==> config.mk <==
export PLATFORM = sky130hd
export DESIGN_NAME = flow_mux_top
export DESIGN_NICKNAME = d
export VERILOG_FILES = /design/src/source/flow_mux_pkg.sv /design/src/source/arb_if.sv /design/src/source/rr_arbiter.sv /design/src/source/flow_mux_core.sv /design/src/source/flow_reg_fwd.sv /design/src/source/flow_mux_stable.sv /design/src/source/flow_mux_top.sv
export SDC_FILE = /design/constraint.sdc
export NUM_CORES = 1
export LEC_CHECK = 0
export BUFFER_PORTS_ARGS = -buffer_cell sky130_fd_sc_hd__buf_2
export CORE_MARGIN = 8
export CORE_UTILIZATION = 46
export CTS_BUF_LIST = sky130_fd_sc_hd__clkbuf_4 sky130_fd_sc_hd__clkbuf_8
export DETAILED_ROUTE_END_ITERATION = 16
export HOLD_SLACK_MARGIN = 0.06
export PLACE_DENSITY = 0.86
export SYNTH_ARGS = -nofsm -noshare
export SYNTH_HDL_FRONTEND = slang
export SYNTH_SLANG_ARGS = --single-unit
==> constraint.sdc <==
create_clock -name clk -period 3.48 [get_ports clk]
set_clock_uncertainty 0.1 [all_clocks]
set_input_delay 0.348 -clock clk [delete_from_list [all_inputs] [get_ports clk]]
set_output_delay 0.348 -clock clk [all_outputs]
set_load 0.05 [all_outputs]
==> src/source/flow_mux_pkg.sv <==
package flow_mux_pkg;

  // --------------------------------------------------------------------------
  // Sizes
  // --------------------------------------------------------------------------

  // Number of push flows into the multiplexer
  localparam int num_flows = 4;

  // Payload width of every flow and of the pop port
  localparam int data_width = 8;

  // --------------------------------------------------------------------------
  // Types
  // --------------------------------------------------------------------------

  // Flow index, wide enough for num_flows entries
  // Wraps modulo num_flows because num_flows is a power of two
  typedef logic [$clog2(num_flows)-1:0] flow_idx_t;

  // Occupancy of the forward flow register
  typedef enum logic {
    reg_empty = 1'b0,
    reg_full  = 1'b1
  } reg_state_e;

endpackage

==> src/source/arb_if.sv <==
`timescale 1ns/1ps

// Arbitration bundle between the mux core and the round-robin arbiter
interface arb_if import flow_mux_pkg::*; ();

  // One request bit per flow, driven by the core
  logic [num_flows-1:0] request;
  // Flow i would win if it requested
  logic [num_flows-1:0] can_grant;
  // One-hot winner, can_grant gated with request
  logic [num_flows-1:0] grant;
  // Move the priority pointer at the next edge
  logic                 enable_priority_update;

  // Mux core side
  modport core (
    output request,
    output enable_priority_update,
    input  can_grant,
    input  grant
  );

  // Arbiter side
  modport arb (
    input  request,
    input  enable_priority_update,
    output can_grant,
    output grant
  );

endinterface

==> src/source/rr_arbiter.sv <==
`timescale 1ns/1ps

// Stateful round-robin arbiter
// Pointer only moves when the core says the grant was used
module rr_arbiter import flow_mux_pkg::*; (
  input logic clk,
  input logic arst_n,
  arb_if.arb  arb
);

  // --------------------------------------------------------------------------
  // Priority pointer
  // --------------------------------------------------------------------------

  // Flow with the highest priority this cycle
  flow_idx_t prio_ptr;
  // Index of the one-hot grant
  flow_idx_t grant_idx;
  // Some flow ahead in the search order already requests
  logic      taken;
  // Flow visited at each step of the search
  flow_idx_t search_idx;

  always_ff @(posedge clk or negedge arst_n) begin
    if (!arst_n) begin
      // Flow 0 is favored out of reset
      prio_ptr <= '0;
    end else if (arb.enable_priority_update) begin
      // Winner goes to the back of the line
      prio_ptr <= grant_idx + flow_idx_t'(1);
    end
  end

  // --------------------------------------------------------------------------
  // Grant logic
  // --------------------------------------------------------------------------

  // Walk upward from the pointer, wrapping around
  // A flow can win only if no flow before it in that order requests
  always_comb begin
    taken         = 1'b0;
    search_idx    = prio_ptr;
    arb.can_grant = '0;
    for (int k = 0; k < num_flows; k++) begin
      search_idx                = prio_ptr + flow_idx_t'(k);
      arb.can_grant[search_idx] = !taken;
      taken                     = taken | arb.request[search_idx];
    end
  end

  // At most one bit survives the gating
  assign arb.grant = arb.can_grant & arb.request;

  // Encode the one-hot grant for the pointer update
  always_comb begin
    grant_idx = '0;
    for (int i = 0; i < num_flows; i++) begin
      if (arb.grant[i]) begin
        grant_idx = flow_idx_t'(i);
      end
    end
  end

endmodule

==> src/source/flow_mux_core.sv <==
`timescale 1ns/1ps

// Combinational mux core
// Requests come from push valids, the granted flow goes out unstable
module flow_mux_core import flow_mux_pkg::*; (
  arb_if.core                                arb,
  input  logic [num_flows-1:0]               push_valid,
  input  logic [num_flows-1:0][data_width-1:0] push_data,
  output logic [num_flows-1:0]               push_ready,
  input  logic                               pop_ready,
  output logic                               pop_valid_unstable,
  output logic [data_width-1:0]              pop_data_unstable
);

  // --------------------------------------------------------------------------
  // Arbitration requests
  // --------------------------------------------------------------------------

  // Every valid flow competes
  assign arb.request = push_valid;

  // Any valid flow makes the pop valid
  // Valid can drop if a flow withdraws, hence unstable
  assign pop_valid_unstable = |push_valid;

  // Pointer moves only on a real transfer
  // Grant is nonzero whenever some flow is valid
  assign arb.enable_priority_update = pop_valid_unstable && pop_ready;

  // --------------------------------------------------------------------------
  // Data path
  // --------------------------------------------------------------------------

  // AND-OR select on the one-hot grant
  always_comb begin
    pop_data_unstable = '0;
    for (int i = 0; i < num_flows; i++) begin
      if (arb.grant[i]) begin
        pop_data_unstable = pop_data_unstable | push_data[i];
      end
    end
  end

  // --------------------------------------------------------------------------
  // Push back-pressure
  // --------------------------------------------------------------------------

  // Only the winner sees ready, and only when downstream takes it
  assign push_ready = arb.grant & {num_flows{pop_ready}};

endmodule

==> src/source/flow_reg_fwd.sv <==
`timescale 1ns/1ps

// Forward flow register
// One entry, pop valid and data come straight from flops
module flow_reg_fwd import flow_mux_pkg::*; (
  input  logic                  clk,
  input  logic                  arst_n,
  input  logic                  push_valid,
  input  logic [data_width-1:0] push_data,
  output logic                  push_ready,
  output logic                  pop_valid,
  output logic [data_width-1:0] pop_data,
  input  logic                  pop_ready
);

  // Occupancy of the single entry
  reg_state_e            state;
  // Payload of the held word
  logic [data_width-1:0] data_q;

  // Accept on this edge
  logic push_xfer;
  // Held word leaves on this edge
  logic pop_xfer;

  // Room when empty, or when the held word leaves this cycle
  // Combinational path from pop_ready back upstream
  assign push_ready = (state == reg_empty) || pop_ready;

  assign pop_valid = (state == reg_full);
  assign pop_data  = data_q;

  assign push_xfer = push_valid && push_ready;
  assign pop_xfer  = pop_valid && pop_ready;

  // --------------------------------------------------------------------------
  // State and payload
  // --------------------------------------------------------------------------

  always_ff @(posedge clk or negedge arst_n) begin
    if (!arst_n) begin
      state <= reg_empty;
    end else if (push_xfer) begin
      // New word replaces or fills the entry
      state <= reg_full;
    end else if (pop_xfer) begin
      // Drained with nothing behind it
      state <= reg_empty;
    end
  end

  // Payload only changes on accept
  always_ff @(posedge clk) begin
    if (push_xfer) begin
      data_q <= push_data;
    end
  end

endmodule

==> src/source/flow_mux_stable.sv <==
`timescale 1ns/1ps

// Stable multiplexer
// Mux core followed by a forward register on the pop side
module flow_mux_stable import flow_mux_pkg::*; (
  input  logic                                 clk,
  input  logic                                 arst_n,
  arb_if.core                                  arb,
  input  logic [num_flows-1:0]                 push_valid,
  input  logic [num_flows-1:0][data_width-1:0] push_data,
  output logic [num_flows-1:0]                 push_ready,
  input  logic                                 pop_ready,
  output logic                                 pop_valid,
  output logic [data_width-1:0]                pop_data
);

  // --------------------------------------------------------------------------
  // Internal handshake between core and register
  // --------------------------------------------------------------------------

  logic                  internal_valid;
  logic [data_width-1:0] internal_data;
  // Register has room for the core's word
  logic                  internal_ready;

  // Arbitration and data select
  flow_mux_core u_core (
    .arb                (arb),
    .push_valid         (push_valid),
    .push_data          (push_data),
    .push_ready         (push_ready),
    .pop_ready          (internal_ready),
    .pop_valid_unstable (internal_valid),
    .pop_data_unstable  (internal_data)
  );

  // Holds the pop side steady under back-pressure
  flow_reg_fwd u_reg (
    .clk        (clk),
    .arst_n     (arst_n),
    .push_valid (internal_valid),
    .push_data  (internal_data),
    .push_ready (internal_ready),
    .pop_valid  (pop_valid),
    .pop_data   (pop_data),
    .pop_ready  (pop_ready)
  );

endmodule

==> src/source/flow_mux_top.sv <==
`timescale 1ns/1ps

// Top level of the four-flow stable multiplexer
// Push word accepted at edge N is valid at pop after edge N
module flow_mux_top import flow_mux_pkg::*; (
  input  logic                                 clk,
  input  logic                                 arst_n,
  input  logic [num_flows-1:0]                 push_valid,
  input  logic [num_flows-1:0][data_width-1:0] push_data,
  output logic [num_flows-1:0]                 push_ready,
  output logic                                 pop_valid,
  output logic [data_width-1:0]                pop_data,
  input  logic                                 pop_ready
);

  // Request and grant bundle
  arb_if arb_bus ();

  // Round-robin priority state
  rr_arbiter u_arb (
    .clk    (clk),
    .arst_n (arst_n),
    .arb    (arb_bus.arb)
  );

  // Core plus forward register
  flow_mux_stable u_stable (
    .clk        (clk),
    .arst_n     (arst_n),
    .arb        (arb_bus.core),
    .push_valid (push_valid),
    .push_data  (push_data),
    .push_ready (push_ready),
    .pop_ready  (pop_ready),
    .pop_valid  (pop_valid),
    .pop_data   (pop_data)
  );

endmodule

# Word level (Yosys, flattened, before mapping)

Cells that the tools add are included.
W data, S select, Z words.

Add/sub/neg operators: 4
$lt $le $gt $ge: 8
Muxes and demuxes: 26
Bitwise gates (word level): 8
Reduce and logical (&&, ||, !) cells: 12

Operators with widths:

| cell                  | count |
|---|---|
| $mux W8               | 4 |
| $or A8 B8 Y8          | 3 |
| $bwmux W4             | 3 |
| $lt A2 B3 Y1 const B  | 4 |
| $mux W1               | 10 |
| $and A4 B4 Y4         | 2 |
| $demux W1 S2          | 4 |
| $ge A2 B1 Y1 const B  | 4 |
| $bmux W1 S2           | 3 |
| $logic_and A1 B1 Y1   | 6 |
| $add A2 B1 Y2 const B | 2 |
| $add A2 B2 Y2 const B | 2 |
| $mux W2               | 2 |
| $reduce_or A4 Y1      | 1 |
| $logic_not A1 Y1      | 3 |
| $or A1 B1 Y1          | 2 |
| $reduce_bool A2 Y1    | 1 |
| $logic_or A1 B1 Y1    | 1 |
| $not A1 Y1            | 1 |

Flip-flop bits (word level): 11

# Longest topological paths before layout

Gate-level depths: netlist (run 1).

Depth in word-level cells: 16
Gate-level depth with buffers: 10
Depth with buffers taken out: 8

# Modules after synthesis

Synthesis (run 1) repeated with hierarchy kept, for this count alone.

Cells, all modules: 111
Area total of the unflattened synthesis: 1033.5 um^2

By module, submodules not included:

| module        | instances | cells each | area each (um^2) |
|---|---|---|---|
| rr_arbiter    | 1         | 61         | 499.2 |
| flow_reg_fwd  | 1         | 12         | 294.0 |
| flow_mux_core | 1         | 38         | 240.2 |

# Worst setup path after synthesis (run 1)

OpenSTA, ideal clock, no wires.

Path type: flip-flop to output port
From: register u_arb.prio_ptr[0]
To: output push_ready[2]
Arrival time: 2.511 ns
Data required time: 3.032 ns
Path slack: 0.521 ns
Cell stages (with the launch flop): 10
Path through: dfrtp_1 > buf_6 > inv_1 > ha_1 > mux4_2 > nor2_2 > nor3_1 > a211oi_1 > buf_4 > and2_1

Longest elaborated chain between the ends: 10

Ends and longest elaborated chain:

| element                                                                   | RTL line            | RTL |
|---|---|---|
| from (decl)                                                               | rr_arbiter.sv:16    | `flow_idx_t prio_ptr;` |
| from (signal assigned)                                                    | rr_arbiter.sv:30    | `prio_ptr <= grant_idx + flow_idx_t'(1);` |
| $add A2 B1 Y2                                                             | rr_arbiter.sv:45    | `search_idx = prio_ptr + flow_idx_t'(k);` |
| $lt A2 B3 Y1 (implied by the code) / $ge A2 B1 Y1 (equally long branches) | rr_arbiter.sv:46    | `arb.can_grant[search_idx] = !taken;` |
| $logic_and A1 B1 Y1 (implied by the code)                                 | rr_arbiter.sv:46    |  |
| $mux W1 (implied by the code)                                             | rr_arbiter.sv:46    |  |
| $demux W1 S2                                                              | n/a                 |  |
| $bwmux W4 (2 in series)                                                   | rr_arbiter.sv:46    |  |
| $bwmux W4 (*)                                                             | rr_arbiter.sv:46    |  |
| $and A4 B4 Y4 (*)                                                         | rr_arbiter.sv:52    | `assign arb.grant = arb.can_grant & arb.request;` |
| $and A4 B4 Y4 (*)                                                         | flow_mux_core.sv:49 | `assign push_ready = arb.grant & {num_flows{pop_ready}};` |
| to (decl)                                                                 | flow_mux_top.sv:10  | `output logic [num_flows-1:0] push_ready,` |

Mark *: on every way between the ends. The rest lies on a longest branch, timed or not. The select of a mux whose other input is x is not followed.

# Worst setup path in the final report (run 1)

Ends and elaborated chain as after synthesis.

==> results.yml, run 1 <==
clocking:
  cts_tree: "done"
  clkSinkCount: 11
  postCtsSetupBuffers: 0
  ctsLongestPathBuffers: 2
  htree_levels: 1
  root_buffer: "clkbuf_4"
  clkTransAtPathRegs_ns: 0.07
  clock_latency_ns: 0.27
  cts_buffers: 3
route:
  drt_iter0_markers: 53
  wl_per_cell_um: 16.05
  totalWireLength_um: 2857
  via_per_inst: 5.657
  drc: 0
  drtPass1Iterations: 4
  vias: 1007
  drtAntennaViolNets: 0
job:
  cap_violations: 0
worst_hold_path:
  hp-start: "push_data[9]"
  hold_class: "input port to flip-flop"
  whs_path_depth: 3
  holdPathEnd: "u_stable.u_reg.pop_data[1]$_DFFE_PP_"
synthesis:
  yosysSeqAreaShare_pct: 33.25
  ys_types: 30
  yosys.area.top_type: "edfxtp_1"
  synth_area_leaders: "edfxtp_1 25%, ha_1 9.2%, a222oi_1 8.4%"
  yosysTopAreaCellShare_pct: 25.33
  syn-num-nets: 143
  synthCells: 97
  yosysWarnings: 0
  syn_area_um2: 948.4
  syn_area_per_cell_um2: 9.777
  synth.ff_latch_count: 11
critical_path:
  ff2ff_path_depth: 9
  r2r_slack_ns: 0.77
  critPathArrivalTime_ns: 2.68
  worstReg2RegStart: "u_arb.prio_ptr[0]$_DFFE_PN0P_"
  worstSetupPathType: "flip-flop to output port"
  start_kind: "flip-flop"
  cp.required_ns: 3.03
  crit_path_end_kind: "output port"
  r2r_end: "u_stable.u_reg.pop_data[5]$_DFFE_PP_"
  crit_start: "u_arb.prio_ptr[0]$_DFFE_PN0P_"
  path_max_fanout: 10
final_layout:
  layout_commonest_cell: "buf_2"
  fin_cells: 178
  diodes: 0
  multiInputGateArea_um2: 566.8
  finalNetCount: 198
  num-fill-cells: 186
  layout-drive-gt1-share_pct: 45.70
  regArea_um2: 316.6
  most-common-layout-cells: "51 x buf_2, 21 x nand2_1, 8 x a222oi_1, 8 x edfxtp_1, 7 x ha_1"
  area_growth_pct: 33.38
timing:
  rsz0062_at_grt: "false"
  fmax_mhz: 319.9
  setup_tns_ns: 0
  slew_headroom_pct: 72.98
  period_needed_ns: 3.126
  hold_viol: 0
  drv_slew: 0
  setup_viol: 0
  max_slew.worst_pin.slew_ns: 0.4053
  min_period_over_period_pct: 89.82
grt:
  antenna_found_initial: 0
  grt-ovfl-total: 0
  grt_pass1_vias: 1019
  grt_usage_pct: 15.65
  grt_max_degree: 11
  grt_pass1_wl_um: 4450
placement:
  hpwl_um: 2339
  place_congestion: 0.8835
  dp.cells: 173
  port_buffers: 51
pwr:
  powerDensity_mw_per_mm2: 960.5
  max-vdd-ir-drop_mv: 0.6668
  leakage_nw: 0.6096
die:
  die_h_um: 61.41
  start_util_pct: 48.34
  rows: 16
  pin_count: 52
  core_mm2: 0.001962
  die_w_um: 61.41
  fp.dieArea_mm2: 0.003771
run_status:
  status: "complete, no violations"
==> routing by layer <==
| metal | share of wire [%] | GRT usage (%) | vias to the layer above | routed length (µm) |
|---|---|---|---|---|
| li1 | - | - | 477 | - |
| met1 | 35 | 14.68 | 462 | 993 |
| met2 | 53 | 30.45 | 58 | 1507 |
| met3 | 9.0 | 3.758 | 10 | 258 |
| met4 | 3.4 | 7.792 | 0 | 97 |
| met5 | 0 | 0 | - | 0 |
==> state kept, by name, summed over array words and instances (netlist names) <==
register / flops
u_stable.u_reg.pop_valid: 1
u_stable.u_reg.pop_data: 8
u_arb.prio_ptr: 2
==> cell usage after synthesis <==
library cell and n:
ha_1 7, dfrtp_1 3, nor2b_1 1, and2_1 3
nor3_1 1, o31ai_1 2, buf_4 3, inv_1 6
a211oi_2 3, mux2i_1 3, buf_2 2, a21oi_1 1
o21ai_1 1, edfxtp_1 8, o22ai_2 1, a31oi_1 1
a211oi_1 4, o21a_1 1, nor2_2 2, buf_6 1
and3_1 1, mux4_2 2, o21ai_0 1, nand2_1 21
a222oi_1 8, o41ai_1 1, nor4_1 3, nor2_1 3
o31ai_4 1, nand2b_1 2
==> cell families after synthesis <==
logic type,after synthesis,synth area share (%)
fa+ha+maj,7,9.234
compound gates,25,24.67
buf+inv,12,6.992
simple gates,37,17.94
mux,5,7.915
flops,11,33.25
==> per-stage QoR <==
| stage | total power, mW | hold slack, ns | utilization, % | instance area [µm²] | setup WS, ns |
|---|---|---|---|---|---|
| floorplan | 0.9467 | -0.04759 | - | 948.4 | 0.5209 |
| global placement | 1.079 | 0.04541 | 62.37 | 1224 | 0.6135 |
| detailed placement | 1.118 | 0.05098 | 62.37 | 1224 | 0.5074 |
| CTS | 1.216 | 0.2361 | 64.41 | 1264 | 0.2094 |
| global route | 1.299 | 0.2412 | 64.48 | 1265 | 0.1432 |
| finish | 1.215 | 0.2391 | 64.48 | 1265 | 0.3544 |
==> where the power goes <==
| part | total (mW) | internal (mW) | switching [mW] | leakage (nW) |
|---|---|---|---|---|
| registers | 0.258 | 0.221 | 0.0372 | 0.113 |
| logic | 0.860 | 0.303 | 0.557 | 0.478 |
| clock network | 0.0966 | 0.0522 | 0.0444 | 0.0184 |
| total | 1.21 | 0.576 | 0.639 | 0.610 |
==> final cells by class <==
cell class                 instances  share of cell area, %
clock buffer                       4                  2.374
sequential                        11                  25.02
multi-input combinational         74                  44.81
timing repair buffer              56                  23.34
inverter                           6                  1.780
tap                               27                  2.671
==> critical path: stages (launching register included) <==
cell and delay (ns):
dfrtp_2 0.48, inv_1 0.12, ha_1 0.37, mux4_2 0.54
nor2_2 0.16, nor3_1 0.06, a211oi_1 0.26, and2_1 0.17
buf_2 0.26
==> worst max-delay path by stage <==
stage | endpoint | cells past startpoint
CTS | push_ready[2] | 8
global route | push_ready[2] | 8
detailed placement | push_ready[2] | 8
global placement | push_ready[2] | 8
finish | push_ready[2] | 8
floorplan | push_ready[2] | 9
==> repair_timing <==
item                                    CTS  global route
resized for setup                         0             1
endpoints found under the hold margin     3             0
endpoints found under the setup margin    0             1
hold buffers                              1             0
Power figures use the tool's default switching activity.
==> run 2: changes to the inputs <==
--- a/config.mk
+++ b/config.mk
@@ -7,11 +7,13 @@
 export LEC_CHECK = 0
 export BUFFER_PORTS_ARGS = -buffer_cell sky130_fd_sc_hd__buf_2
 export CORE_MARGIN = 8
-export CORE_UTILIZATION = 46
+export CORE_UTILIZATION = 47
 export CTS_BUF_LIST = sky130_fd_sc_hd__clkbuf_4 sky130_fd_sc_hd__clkbuf_8
 export DETAILED_ROUTE_END_ITERATION = 16
 export HOLD_SLACK_MARGIN = 0.06
 export PLACE_DENSITY = 0.86
+export RECOVER_POWER = 25
 export SYNTH_ARGS = -nofsm -noshare
 export SYNTH_HDL_FRONTEND = slang
+export SYNTH_HIERARCHICAL = 1
 export SYNTH_SLANG_ARGS = --single-unit
==> results.yml, run 2 <==
run_status:
  status: "complete, no violations"
final_layout:
  layout-drive-gt1-share_pct: 41.14
  most-common-layout-cells: "48 x buf_2, 16 x a22oi_1, 11 x nand2_1"
  area_growth_pct: 30.96
  post-route-util_pct: 66.22
  finalNetCount: 206
  fin_area_mm2: 0.001313
  num-fill-cells: 168
  largest_register_ffs: 8
  diodes: 0
  layout_commonest_cell: "buf_2"
timing:
  drv_slew: 0
  min_period_over_period_pct: 95.70
  fmax_mhz: 300.3
  setup_tns_ns: 0
  setup_slack_ns: 0.1495
  hold_viol: 0
  slew_headroom_pct: 61.39
  setup_viol: 0
  period_needed_ns: 3.330
  max_slew.worst_pin.slew_ns: 0.5788
critical_path:
  path_max_fanout: 9
  start_kind: "flip-flop"
  worstSetupPathType: "flip-flop to output port"
  critPathArrivalTime_ns: 2.88
  cp_slowest_cell: "or4_1"
  cp.required_ns: 3.03
  critical-path-top-delay-family: "simple AND/OR/NAND/NOR gates"
  crit_path_end_kind: "output port"
  path_cells: "inv_1 -> ha_1 -> mux2_1 -> or4_1 -> a31oi_1 -> nand2_1 -> inv_2 -> and2_1 -> clkbuf_4"
  crit_start: "u_arb/prio_ptr[1]$_DFFE_PN0P_"
  critPathBufInv: 3
  critical_path.max_stage_delay_ns: 0.47
  worstReg2RegStart: "u_arb/prio_ptr[1]$_DFFE_PN0P_"
die:
  start_util_pct: 50.57
  die_w_um: 62.18
  pin_count: 52
  rows: 16
  fp.dieArea_mm2: 0.003866
  core_mm2: 0.001982
  die_h_um: 62.18
clocking:
  clkSinkCount: 11
  htree_levels: 1
  ctsLongestPathBuffers: 2
  clock_latency_ns: 0.27
  root_buffer: "clkbuf_4"
  cts_buffers: 3
  cts_tree: "done"
  clkTransAtPathRegs_ns: 0.07
placement:
  dp_slack_ns: 0.2141
  placed_area_mm2: 0.001261
  port_buffers: 51
  hpwl_um: 2481
  place_congestion: 0.8936
worst_hold_path:
  hp-start: "push_data[15]"
  hold_class: "input port to flip-flop"
synthesis:
  syn_area_mm2: 0.001002
  syn-num-nets: 153
  syn_area_per_cell_um2: 9.455
  yosysWarnings: 6
  synthCells: 106
route:
  drtPass1Iterations: 4
  drt_iter0_markers: 39
  drtAntennaViolNets: 0
  vias: 1033
  wl_per_cell_um: 16.76
  totalWireLength_um: 3100
  drc: 0
  via_per_inst: 5.584
grt:
  grt_pass1_wl_um: 4816
  grt-ovfl-total: 0
  grt_pass1_vias: 1027
  grt_max_degree: 12
  antenna_found_initial: 0
  grt_usage_pct: 14.89
pwr:
  leakage_nw: 0.6419
  max-vdd-ir-drop_mv: 0.5311
  powerDensity_mw_per_mm2: 897.3
  p_total_mw: 1.178
job:
  cap_violations: 0
## run 2: final cells by class
type | count | area (µm²) | share of cell area, %
multi-input combinational | 82 | 616.8 | 47.00
inverter | 5 | 18.77 | 1.430
clock buffer | 4 | 30.03 | 2.288
sequential | 11 | 317.8 | 24.21
tap | 27 | 33.78 | 2.574
timing repair buffer | 56 | 295.3 | 22.50
## run 2: through the flow
step | hold slack (ns) | std cells
finish | 0.2498 | 185
global placement | 0.04391 | 178
detailed placement | 0.04681 | 178
floorplan | -0.04759 | 106
global route | 0.2487 | 185
CTS | 0.2462 | 183
## run 2: where the power goes
part           internal (mW)  total (mW)  switching [mW]
Combinational          0.301       0.836           0.535
Sequential             0.219       0.245          0.0252
Clock                 0.0523      0.0972          0.0449
## run 2: worst register-to-register path: cells and delay by family (launching register included)
kind	cells	cell delay, ns
adder cells (fa/ha/maj)	1	0.36
AND/OR/NAND/NOR	4	0.87
buffers and inverters	2	0.29
multiplexers	1	0.35
AO/OA/AOI/OAI	2	0.21
flip-flops	1	0.43
## run 2: metal layers
layer / GRT usage, % / share of wire [%]
met3: 5.556 / 8.8
met1: 15.20 / 38
met2: 27.68 / 52
met5: 0 / 0
met4: 3.499 / 1.2
## run 2: repair_timing
| item | 4_1_cts | 5_1_grt |
|---|---|---|
| setup endpoints to repair | 1 | 3 |
| hold endpoints to repair | 3 | 0 |
| cloned | 0 | 0 |
| buffers inserted | 0 | 2 |
| hold buffers | 1 | 0 |
| gates resized for setup | 2 | 2 |
## run 2: worst paths after layout
path | end | slack [ns] | cells past startpoint
max | push_ready[3] | 0.15 | 9
min | u_stable/u_reg/pop_data[7]$_DFFE_PP_ | 0.25 | 3
max reg2reg | u_stable/u_reg/pop_data[6]$_DFFE_PP_ | 0.75 | 10
min reg2reg | u_stable/u_reg/pop_valid$_DFFE_PN0P_ | 0.48 | 2
max in group asynchronous | u_arb/prio_ptr[0]$_DFFE_PN0P_ | 2.79 | 2
min in group asynchronous | u_stable/u_reg/pop_valid$_DFFE_PN0P_ | 0.32 | 2
